`config.mk`:
```
export PLATFORM = sky130hd
export DESIGN_NAME = object_hit
export DESIGN_NICKNAME = d
export VERILOG_FILES = /design/src/pixel_engine_pkg.sv /design/src/object_hit.sv
export VERILOG_INCLUDE_DIRS = /design/src /design/src/src
export SDC_FILE = /design/constraint.sdc
export NUM_CORES = 1
export LEC_CHECK = 0
export ABC_AREA = 1
export BUFFER_PORTS_ARGS = -buffer_cell sky130_fd_sc_hd__buf_2
export CAP_MARGIN = 20
export CORE_UTILIZATION = 59
export DETAILED_ROUTE_END_ITERATION = 10
export GPL_TIMING_DRIVEN = 0
export PLACE_DENSITY = 0.84
export SYNTH_ARGS = -nofsm -noshare
export SYNTH_HDL_FRONTEND = slang
export SYNTH_SLANG_ARGS = --single-unit
```
`constraint.sdc`:
```
create_clock -name pixel_clk -period 6.4 [get_ports pixel_clk]
set_input_delay 0.64 -clock pixel_clk [delete_from_list [all_inputs] [get_ports pixel_clk]]
set_output_delay 0.64 -clock pixel_clk [all_outputs]
set_load 0.05 [all_outputs]
```
`src/pixel_engine_cfg.svh`:
```
//####################################################################
// pixel engine configuration
// screen, object and palette sizes plus the APB address map
//####################################################################

`ifndef PIXEL_ENGINE_CFG_SVH
`define PIXEL_ENGINE_CFG_SVH

// screen coordinates
`define COORD_W         10

// palette and object table
`define NUM_PALETTE     8
`define NUM_OBJECTS     16

// object geometry in pixels
`define WALL_SIZE       32
`define BULLET_RADIUS   4

// APB bus
`define APB_ADDR_W      8
`define APB_DATA_W      32

// byte addresses of entry 0 of each table
`define PALETTE_BASE    8'h00
`define OBJECT_BASE     8'h40

`endif

```
`src/pixel_engine_pkg.sv`:
```
//####################################################################
// pixel engine types
// register layouts, text cell fields and colour formats
//####################################################################

`include "pixel_engine_cfg.svh"

package pixel_engine_pkg;

    typedef logic [`COORD_W-1:0] coord_t;
    typedef logic [2:0] pal_idx_t;

    // 4 bits per channel as stored in the palette
    typedef struct packed {
        logic [3:0] red;
        logic [3:0] green;
        logic [3:0] blue;
    } rgb444_t;

    typedef struct packed {
        logic [3:0] rsvd_b;
        rgb444_t    colour_b;
        logic [3:0] rsvd_a;
        rgb444_t    colour_a;
    } palette_entry_t;

    typedef enum logic {
        KIND_WALL   = 1'b0,
        KIND_BULLET = 1'b1
    } object_kind_t;

    typedef struct packed {
        logic [6:0]   reserved;  // reads back zero
        pal_idx_t     pal_idx;   // walls only, colour A
        coord_t       y;
        coord_t       x;
        object_kind_t kind;
        logic         valid;
    } object_entry_t;

    // all zero means no text on this cell
    typedef struct packed {
        logic       invert;
        logic [6:0] reserved;
        pal_idx_t   fg_idx;
        logic       fg_sel;
        pal_idx_t   bg_idx;
        logic       bg_sel;
    } text_cell_t;

    typedef struct packed {
        logic [7:0] red;
        logic [7:0] green;
        logic [7:0] blue;
    } rgb_t;

    // nibble repeated, so 0xf maps to full scale
    function automatic rgb_t widen(rgb444_t c);
        rgb_t w;
        w.red   = {c.red, c.red};
        w.green = {c.green, c.green};
        w.blue  = {c.blue, c.blue};
        return w;
    endfunction

endpackage

```
`src/object_hit.sv`:
```
//####################################################################
// object coverage test
// checks one wall block or bullet disc against the current pixel
// two register stages, offsets first, then the hit flag
//####################################################################

`timescale 1ns/1ns
`include "pixel_engine_cfg.svh"

module object_hit (
    input  logic                            pixel_clk,
    input  logic                            reset,
    input  pixel_engine_pkg::object_entry_t entry,
    input  pixel_engine_pkg::coord_t        draw_x,
    input  pixel_engine_pkg::coord_t        draw_y,
    output logic                            hit,
    output logic                            is_bullet,
    output pixel_engine_pkg::pal_idx_t      pal_idx
);

    localparam int CW     = `COORD_W;
    localparam int PROD_W = 2 * CW + 2;
    localparam int SQ_W   = PROD_W + 1;

    localparam logic [CW-1:0]   WALL_EDGE = CW'(`WALL_SIZE);
    localparam logic [SQ_W-1:0] RADIUS_SQ = SQ_W'(`BULLET_RADIUS * `BULLET_RADIUS);

    logic signed [CW:0]       dx;  // pixel minus object position
    logic signed [CW:0]       dy;
    logic                     s_valid;
    logic                     s_bullet;
    pixel_engine_pkg::pal_idx_t s_pal;

    logic signed [PROD_W-1:0] dx_sq;
    logic signed [PROD_W-1:0] dy_sq;
    logic [SQ_W-1:0]          dist_sq;
    logic                     wall_cover;
    logic                     bullet_cover;

    always_ff @(posedge pixel_clk) begin
        if (reset) begin
            s_valid <= 1'b0;
        end else begin
            s_valid <= entry.valid;
        end
    end

    always_ff @(posedge pixel_clk) begin
        dx       <= $signed({1'b0, draw_x}) - $signed({1'b0, entry.x});
        dy       <= $signed({1'b0, draw_y}) - $signed({1'b0, entry.y});
        s_bullet <= entry.kind == pixel_engine_pkg::KIND_BULLET;
        s_pal    <= entry.pal_idx;
    end

    always_comb begin
        dx_sq   = PROD_W'(dx) * PROD_W'(dx);
        dy_sq   = PROD_W'(dy) * PROD_W'(dy);
        dist_sq = {1'b0, dx_sq} + {1'b0, dy_sq};  // both squares non-negative

        // corner inclusive, far edge exclusive
        wall_cover = !dx[CW] && !dy[CW] &&
                     (dx[CW-1:0] < WALL_EDGE) && (dy[CW-1:0] < WALL_EDGE);
        bullet_cover = dist_sq <= RADIUS_SQ;
    end

    always_ff @(posedge pixel_clk) begin
        if (reset) begin
            hit       <= 1'b0;
            is_bullet <= 1'b0;
            pal_idx   <= '0;
        end else begin
            hit       <= s_valid && (s_bullet ? bullet_cover : wall_cover);
            is_bullet <= s_bullet;
            pal_idx   <= s_pal;
        end
    end

endmodule

```
==> metrics.yaml <==
status: "complete, but fails checks"
violations: "negative setup slack"
met3_usage_pct: 2.17
hp-class: "reg2reg"
yosysSeqAreaShare_pct: 5.61
grt_start_max_net_pins: 13
globalRouteOverflowTotal: 0
die_w_microns: 141
drc: 0
num_rows: 50
grt_use_met2_pct: 51.1
io_pins: 59
drive_gt1_share_pct: 14.2
antenna_cells: 0
cts.sinks: 32
final_core_util_pct: 69.2
first_pass_iters: 5
grt_antenna_before_repair: 0
fp.dieArea_sq_um: 19900
grt_pass1_wl_microns: 45200
whs_endpoint: "pal_idx[1]$_SDFF_PP0_"
synth_top_area_share_pct: 37.0
drt_iter0_markers: 802
clkLatencyLatePin_ps: 290
netlist_area_sq_um: 11400
r2r_cells: 31
wl_microns: 27400
multi_input_area_sq_um: 9310
grt_usage_pct: 28.5
whs_ps: 401
fin_crit_ps: 6610
initial_utilization_pct: 60.6
vias: 9698
worst_path_most_repeated_cell: "fa_1"
syn_inst: 1489
viasPerCell: 5.27
fillCellCount: 1430
dpl.cell_count: 1800
instances_no_fill: 1839
max_cap_viol_count: 0
clock_skew_ps: 2.17
use_met1_pct: 36.9
hold_violations: 0
cts_made_buffers: 5
avgSynthCellArea_sq_um: 7.67
reg2reg_slack_ps: -210
slowest_delay_ps: 570
critPathCaptureType: "flop"
gp_congestion: 0.907
cts_max_path_buffers: 2
ant_nets: 0
yosys_register_bits: 32
yosysUniqueCellTypes: 33
worstReg2RegEnd: "hit$_SDFF_PP0_"
synth-main-ff-cell: "dfxtp_1"
cts_tree: "built"
final.setup.worst_slack_ps: -205
crit_type: "reg2reg"
critPathSlowestCell: "fa_1"
setup_viol: 1
core_sq_um: 18800
critPathMaxFanout: 4
synth_edf_count: 0
wl_per_cell_microns: 14.9
rsz0062_at_grt: "yes"
ys_top_cells_by_area: "fa_1 37%, inv_1 15%, ha_1 14%"
synth_top_cell_by_area: "fa_1"
grt_busiest_layer: "met2"
cp.required_ps: 6630
syn_to_final_growth_pct: 14.2
yosysWarningCount: 0
port_buffers: 51
relSlewSlack_pct: 69.2
dp_hpwl_microns: 21200
synth_fp_nets: 1882
hold_start: "s_pal[1]$_DFF_P_"
htree_levels: 2
min_period_over_period_pct: 103
rr_startpoint: "dy[2]$_DFF_P_"
grt_pass1_vias: 10100
seqCellArea_sq_um: 679
tightest_slew_ps: 462
maxSlewViolCount: 0
synthArstFlopShare_pct: 0
critPathLaunchType: "flop"
final_nets: 1971
crit_arrival_ps: 6840
hold_depth: 2
max_freq_ghz: 0.151
fp.dieH_microns: 141
clockRootBuffer: "clkbuf_16"
cts.clk_slew.worst_paths_ps: 60
## worst max-delay path, delay by kind of cell, from the launching register on
kind | cells | cell delay, ps
adder cells (fa/ha/maj) | 7 | 3330
AND/OR/NAND/NOR | 14 | 1650
AO/OA/AOI/OAI | 4 | 620
buffers and inverters | 5 | 390
flip-flops | 1 | 360
XOR/XNOR | 1 | 180
## synth_stat cells (13+ instances only)
| library cell | n |
|---|---|
| nand3_1 | 37 |
| nand2_1 | 277 |
| inv_1 | 469 |
| xor2_1 | 50 |
| fa_1 | 211 |
| nand4_1 | 13 |
| xnor2_1 | 23 |
| nor2_1 | 68 |
| ha_1 | 128 |
| clkbuf_1 | 22 |
| dfxtp_1 | 32 |
| a21oi_1 | 77 |
| o21ai_0 | 24 |
## layer usage
metal	vias to the layer above	part of all wire, %
li1	4531	-
met1	4725	39
met2	377	52
met3	65	6.6
met4	0	2.7
met5	-	0
## cells by family (layout without fill, tap and decap cells)
family | Yosys count | count (layout) | share of synthesized area [%]
xor+xnor | 73 | 73 | 5.60
buf+inv | 493 | 583 | 16.2
compound gates | 129 | 129 | 6.26
flops | 32 | 32 | 5.61
simple gates | 423 | 423 | 15.3
fa+ha+maj | 339 | 339 | 51.0
## placed cells by master (no fill, tap or decap), types with 4 or more instances in the layout
cell and instances:
xnor2_1 23, dfxtp_4 7, clkbuf_16 8, nor2_2 6
clkbuf_8 6, a21oi_1 65, nand2_2 18, dfxtp_2 10
xor2_1 49, or2_2 4, fa_2 7, inv_1 464
fa_1 204, inv_2 5, nand4_1 13, ha_4 12
nand3_2 5, buf_2 51, nor3_1 5, nor2_1 62
dfxtp_1 15, o21ai_2 6, a21oi_2 12, nand2_1 260
o31ai_1 4, o21ai_1 6, nand3_1 36, buf_4 32
buf_8 6, ha_1 113, o21ai_0 18
## cell type report
| class | instances | area share, % |
|---|---|---|
| Multi-Input combinational cell | 964 | 71.4 |
| Inverter | 471 | 13.6 |
| Clock buffer | 5 | 0.960 |
| Sequential cell | 32 | 5.21 |
| Clock inverter | 3 | 0.182 |
| Timing Repair Buffer | 82 | 3.74 |
| Buffer | 22 | 2.34 |
| Tap cell | 260 | 2.50 |
## metrics by stage
| step | setup WS [ps] | instance area, sq um | TNS, ps |
|---|---|---|---|
| finish | -205 | 13000 | -205 |
| global route | -468 | 13000 | -468 |
| CTS | 2.09 | 12700 | 0 |
| detailed placement | -1040 | 12000 | -1040 |
| global placement | -911 | 12000 | -911 |
| floorplan | 283 | 11400 | 0 |
## timing repair
action	4_1_cts	5_1_grt
pin swaps	22	32
endpoints found under the setup margin	1	1
resized for setup	120	75
buffers inserted	23	8
hold buffers	0	0
## registers in the layout (all words and copies together) (netlist names)
signal / count
hit: 1
dy: 11
s_bullet: 1
s_pal: 3
is_bullet: 1
dx: 11
pal_idx: 3
s_valid: 1
## worst max path at each step
stage | from | end | slack, ps | cells past startpoint
after floorplan | dy[2]$_DFF_P_ | hit$_SDFF_PP0_ | 280 | 32
after global placement | dx[2]$_DFF_P_ | hit$_SDFF_PP0_ | -910 | 32
after detailed placement | dx[2]$_DFF_P_ | hit$_SDFF_PP0_ | -1040 | 32
after CTS | dx[10]$_DFF_P_ | hit$_SDFF_PP0_ | 2 | 30
after global routing | dy[2]$_DFF_P_ | hit$_SDFF_PP0_ | -470 | 31
final | dy[2]$_DFF_P_ | hit$_SDFF_PP0_ | -210 | 31
Power is left out: the tool's default activity adds up to more than one toggle a clock period on the data nets, which glitch-free logic cannot reach.
