### config.mk
export PLATFORM = sky130hd
export DESIGN_NAME = layer_compositor
export DESIGN_NICKNAME = d
export VERILOG_FILES = /design/src/pixel_engine_pkg.sv /design/src/layer_compositor.sv
export VERILOG_INCLUDE_DIRS = /design/src /design/src/src
export SDC_FILE = /design/constraint.sdc
export NUM_CORES = 1
export LEC_CHECK = 0
export ABC_CLOCK_PERIOD_IN_PS = 6050
export BUFFER_PORTS_ARGS = -buffer_cell sky130_fd_sc_hd__buf_2
export CAP_MARGIN = 20
export CORE_AREA = 2 2 156 158
export DETAILED_ROUTE_END_ITERATION = 10
export DIE_AREA = 0 0 158 160
export PLACE_DENSITY = 0.53
export SYNTH_ARGS = -nofsm -noshare
export SYNTH_HDL_FRONTEND = slang
export SYNTH_SLANG_ARGS = --single-unit
### constraint.sdc
create_clock -name pixel_clk -period 6.05 [get_ports pixel_clk]
set_input_delay 0.605 -clock pixel_clk [delete_from_list [all_inputs] [get_ports pixel_clk]]
set_output_delay 0.605 -clock pixel_clk [all_outputs]
set_load 0.05 [all_outputs]
### src/pixel_engine_cfg.svh
//####################################################################
// pixel engine configuration
// screen, object and palette sizes plus the APB address map
//####################################################################

`ifndef PIXEL_ENGINE_CFG_SVH
`define PIXEL_ENGINE_CFG_SVH

// screen coordinates
`define COORD_W         10

// palette and object table
`define NUM_PALETTE     8
`define NUM_OBJECTS     16

// object geometry in pixels
`define WALL_SIZE       32
`define BULLET_RADIUS   4

// APB bus
`define APB_ADDR_W      8
`define APB_DATA_W      32

// byte addresses of entry 0 of each table
`define PALETTE_BASE    8'h00
`define OBJECT_BASE     8'h40

`endif

### src/pixel_engine_pkg.sv
//####################################################################
// pixel engine types
// register layouts, text cell fields and colour formats
//####################################################################

`include "pixel_engine_cfg.svh"

package pixel_engine_pkg;

    typedef logic [`COORD_W-1:0] coord_t;
    typedef logic [2:0] pal_idx_t;

    // 4 bits per channel as stored in the palette
    typedef struct packed {
        logic [3:0] red;
        logic [3:0] green;
        logic [3:0] blue;
    } rgb444_t;

    typedef struct packed {
        logic [3:0] rsvd_b;
        rgb444_t    colour_b;
        logic [3:0] rsvd_a;
        rgb444_t    colour_a;
    } palette_entry_t;

    typedef enum logic {
        KIND_WALL   = 1'b0,
        KIND_BULLET = 1'b1
    } object_kind_t;

    typedef struct packed {
        logic [6:0]   reserved;  // reads back zero
        pal_idx_t     pal_idx;   // walls only, colour A
        coord_t       y;
        coord_t       x;
        object_kind_t kind;
        logic         valid;
    } object_entry_t;

    // all zero means no text on this cell
    typedef struct packed {
        logic       invert;
        logic [6:0] reserved;
        pal_idx_t   fg_idx;
        logic       fg_sel;
        pal_idx_t   bg_idx;
        logic       bg_sel;
    } text_cell_t;

    typedef struct packed {
        logic [7:0] red;
        logic [7:0] green;
        logic [7:0] blue;
    } rgb_t;

    // nibble repeated, so 0xf maps to full scale
    function automatic rgb_t widen(rgb444_t c);
        rgb_t w;
        w.red   = {c.red, c.red};
        w.green = {c.green, c.green};
        w.blue  = {c.blue, c.blue};
        return w;
    endfunction

endpackage

### src/layer_compositor.sv
//####################################################################
// layer compositor
// text over objects over brick background, black while blanking
// text and brick decode in stage one, layer choice in stage two
//####################################################################

`timescale 1ns/1ns
`include "pixel_engine_cfg.svh"

module layer_compositor (
    input  logic                                                pixel_clk,
    input  logic                                                reset,
    input  logic [`NUM_OBJECTS-1:0]                             hit,
    input  logic [`NUM_OBJECTS-1:0]                             is_bullet,
    input  pixel_engine_pkg::pal_idx_t [`NUM_OBJECTS-1:0]       pal_idx,
    input  pixel_engine_pkg::palette_entry_t [`NUM_PALETTE-1:0] palette,
    input  pixel_engine_pkg::coord_t                            draw_x,
    input  pixel_engine_pkg::coord_t                            draw_y,
    input  logic                                                video_on,
    input  pixel_engine_pkg::text_cell_t                        char_code,
    input  logic [7:0]                                          font_row,
    output pixel_engine_pkg::rgb_t                              rgb
);

    localparam pixel_engine_pkg::rgb_t BULLET_RGB = 24'hff5500;
    localparam pixel_engine_pkg::rgb_t MORTAR_RGB = 24'h808080;
    localparam pixel_engine_pkg::rgb_t BRICK_RGB  = 24'ha03020;

    // stage one, the pixel as sampled
    logic                         s1_video_on;
    logic [4:0]                   s1_x_lo;
    logic [3:0]                   s1_y_lo;
    pixel_engine_pkg::text_cell_t s1_char;
    logic [7:0]                   s1_font;
    logic                         font_bit;
    logic                         mortar;

    // stage two, aligned with the object hits
    logic                         s2_video_on;
    logic                         s2_text_on;
    pixel_engine_pkg::pal_idx_t   s2_text_idx;
    logic                         s2_text_sel;
    pixel_engine_pkg::rgb_t       s2_bg_rgb;
    logic                         obj_on;
    logic                         obj_bullet;
    pixel_engine_pkg::pal_idx_t   obj_idx;
    pixel_engine_pkg::rgb_t       rgb_next;

    function automatic pixel_engine_pkg::rgb_t pick_colour(
        pixel_engine_pkg::palette_entry_t entry,
        logic                             sel
    );
        return pixel_engine_pkg::widen(sel ? entry.colour_b : entry.colour_a);
    endfunction

    always_ff @(posedge pixel_clk) begin
        if (reset) begin
            s1_video_on <= 1'b0;
        end else begin
            s1_video_on <= video_on;
        end
    end

    always_ff @(posedge pixel_clk) begin
        s1_x_lo <= draw_x[4:0];
        s1_y_lo <= draw_y[3:0];
        s1_char <= char_code;
        s1_font <= font_row;
    end

    // msb of the font row is the leftmost pixel
    assign font_bit = s1_font[3'd7 - s1_x_lo[2:0]] ^ s1_char.invert;
    assign mortar   = (s1_x_lo == '0) || (s1_y_lo == '0);  // 32x16 bricks

    always_ff @(posedge pixel_clk) begin
        if (reset) begin
            s2_video_on <= 1'b0;
            s2_text_on  <= 1'b0;
        end else begin
            s2_video_on <= s1_video_on;
            s2_text_on  <= s1_char != '0;
        end
    end

    always_ff @(posedge pixel_clk) begin
        s2_text_idx <= font_bit ? s1_char.fg_idx : s1_char.bg_idx;
        s2_text_sel <= font_bit ? s1_char.fg_sel : s1_char.bg_sel;
        s2_bg_rgb   <= mortar ? MORTAR_RGB : BRICK_RGB;
    end

    // walk down so the lowest slot wins
    always_comb begin
        obj_on     = 1'b0;
        obj_bullet = 1'b0;
        obj_idx    = '0;
        for (int i = `NUM_OBJECTS - 1; i >= 0; i--) begin
            if (hit[i]) begin
                obj_on     = 1'b1;
                obj_bullet = is_bullet[i];
                obj_idx    = pal_idx[i];
            end
        end
    end

    always_comb begin
        if (!s2_video_on) begin
            rgb_next = '0;
        end else if (s2_text_on) begin
            rgb_next = pick_colour(palette[s2_text_idx], s2_text_sel);
        end else if (obj_on) begin
            rgb_next = obj_bullet ? BULLET_RGB : pick_colour(palette[obj_idx], 1'b0);
        end else begin
            rgb_next = s2_bg_rgb;
        end
    end

    always_ff @(posedge pixel_clk) begin
        if (reset) begin
            rgb <= '0;
        end else begin
            rgb <= rgb_next;
        end
    end

endmodule

==> flow_summary.ini <==
[place]
numPortBuffers = 331
finalWeightedCongestion = 0.889
dpl.hpwl_um = 18400
placed_area_sq_mm = 0.00678

[cts]
post_cts_buffers = 0
clock_latency_ns = 0.33
cts_tree = built
path_clk_slew_ns = 0.06
clockBufferDepth = 2
cts_hold_buffers = 0
cts_buffers = 9
tritoncts_num_sinks = 61
h-tree-depth = 3
cts-root-buf = clkbuf_16
cts_resized = 0

[global_route]
grt_pass1_vias = 5553
grt_usage_pct = 17.5
antenna_found_initial = 4
grt_max_degree = 49
grt_pass1_wl_um = 32900
grt-ovfl-total = 0

[worst_setup_path]
path_max_fanout = 10
path_class = in2reg
arrival_ns = 3.47
worst_ep_required_time_ns = 6.26
end_kind = flip-flop
worstSetupStartpointType = primary input

[synthesis]
yosys_most_used_dff = dfxtp_1
synth_area_leader_cell = mux4_2
synth_seq_cells = 61
avgSynthCellArea_sq_um = 10.2
yosysMostFrequentCell = mux4_2
yosysTopAreaCellShare_pct = 30.4
synth_nets = 861
yosys_warnings = 0
yosys-top-cells-count = 66 x mux4_2, 61 x dfxtp_1, 48 x nand2_1
syn_inst = 478
synth_edf_count = 0
synthArstFlopShare_pct = 0
post_synth_num_cell_types = 65
ys_seq_area_share_pct = 24.9
synthTopCellsByArea = mux4_2 30%, dfxtp_1 25%, nand3_1 3.8%, nand2_1 3.7%, o21ai_0 3.2%
synth_area_sq_mm = 0.00490

[floorplan]
die_area_sq_mm = 0.0253
rows = 57
core_area_sq_mm = 0.0238
io_pins = 407
start_util_pct = 20.6
die_h_um = 160
die_w_um = 158

[detailed_routing]
via_count = 5426
wl_met1_um = 9400
firstDrtPassIters = 4
wire_per_inst_um = 20.2
post-route-drc-count = 0
drt-initial-drc-count = 246
viasPerCell = 4.85
ant_nets = 0
top_layer_used = met5
dr_wl_met2_um = 11300
wl_um = 22500
wl_met3_um = 1490

[power_and_ir_drop]
power_density_mw_per_mm2 = 212
p_leak_nw = 3.19
vdd_ir_drop_max_mv = 0.171

[cells_and_area]
fin_area_sq_mm = 0.00709
layout-drive-gt1-share_pct = 55.6
layout.nets = 1170
area_growth_pct = 44.8

[sta]
setup_violations = 0
finalMaxSlewViolations = 0
period_needed_ns = 3.26
fin_skew_ns = 0.00644
rsz0062_at_grt = no
tightest_slew_ns = 1.04
period_share_pct = 53.9
slew_headroom_pct = 29.9
fmax_mhz = 306
fin_setup_tns_ns = 0
hold_viol = 0

[status]
status = finished, final reports clean

[min_path]
hold_class = in2reg

[job]
max_cap_viol_count = 0
-- placed cells by master (no fill, tap or decap), types with 14 or more instances in the layout --
master and count:
buf_2 331, mux4_2 66, dfxtp_1 59, nand2_1 48, nand3_1 37, o21ai_0 31, mux2i_1 15, nor2_1 14
nor2b_1 14, nand4_1 14
-- worst max-delay path: stages --
cell      delay, ns
buf_2          0.17
nor3b_1        0.16
o31ai_1        0.34
o21ai_0        0.20
o311ai_2       0.43
and2_1         0.54
mux4_1         0.64
a221o_1        0.38
-- metal layers --
layer  up-vias  GRT usage, %
met4         4          3.97
li1       2531             -
met3        31          3.96
met1      2630          21.8
met2       230          30.6
met5         -             0
-- report_power, final --
part | switching, mW | internal [mW]
clock | 0.183 | 0.341
sequential | 0.0528 | 0.425
combinational | 0.225 | 0.280
total | 0.461 | 1.05
-- through the flow --
| step | power [mW] | util [%] | instances | setup slack (ns) | hold WS [ns] |
|---|---|---|---|---|---|
| 4_1_cts | 1.54 | 29.8 | 1116 | 2.79 | 0.356 |
| 3_5_place_dp | 0.999 | 28.5 | 1100 | 2.42 | 0.431 |
| 3_3_place_gp | 0.993 | 28.5 | 1100 | 2.47 | 0.432 |
| 5_1_grt | 1.59 | 29.8 | 1117 | 2.68 | 0.354 |
| 6_report | 1.51 | 29.8 | 1118 | 2.79 | 0.371 |
| 2_1_floorplan | 0.797 | - | 478 | 3.21 | 0.414 |
-- layout make-up --
class | count | area [sq um]
antenna | 2 | 5.00
inverter | 13 | 48.8
tap | 324 | 405
clock buffer | 13 | 260
clock inverter | 3 | 45.0
sequential | 61 | 1230
fill | 2591 | 16700
timing repair buffer | 337 | 1700
multi-input combinational | 365 | 3400
-- state kept, by name, summed over array words and instances, names as in the netlist --
| register | count |
|---|---|
| s2_text_sel | 1 |
| s2_video_on | 1 |
| s1_char | 16 |
| s1_font | 8 |
| s2_bg_rgb | 2 |
| s2_text_on | 1 |
| s1_y_lo | 4 |
| rgb | 19 |
| s1_x_lo | 5 |
| s1_video_on | 1 |
| s2_text_idx | 3 |
-- final timing paths --
| path | startpoint | to | slack [ns] | cells after the start |
|---|---|---|---|---|
| worst max-delay path | hit[10] | rgb[14] | 2.79 | 8 |
| worst min register to register | s1_video_on | s2_video_on | 0.45 | 1 |
| worst min-delay path | draw_x[3] | s1_x_lo[3] | 0.37 | 1 |
| worst max register to register | s2_text_idx[1] | rgb[14] | 3.19 | 6 |
-- cell families (layout without fill, tap and decap cells) --
group                  Yosys count  count (layout)  share of synthesized area (%)
buffers and inverters           52             366                           5.62
multiplexers                    89              89                           35.6
AND/OR/NAND/NOR                172             172                           18.4
XOR/XNOR                         1               1                          0.179
flip-flops                      61              61                           24.9
AO/OA/AOI/OAI                  103             103                           15.3
other                            0               2                              0
(Power assumes the default switching activity.)
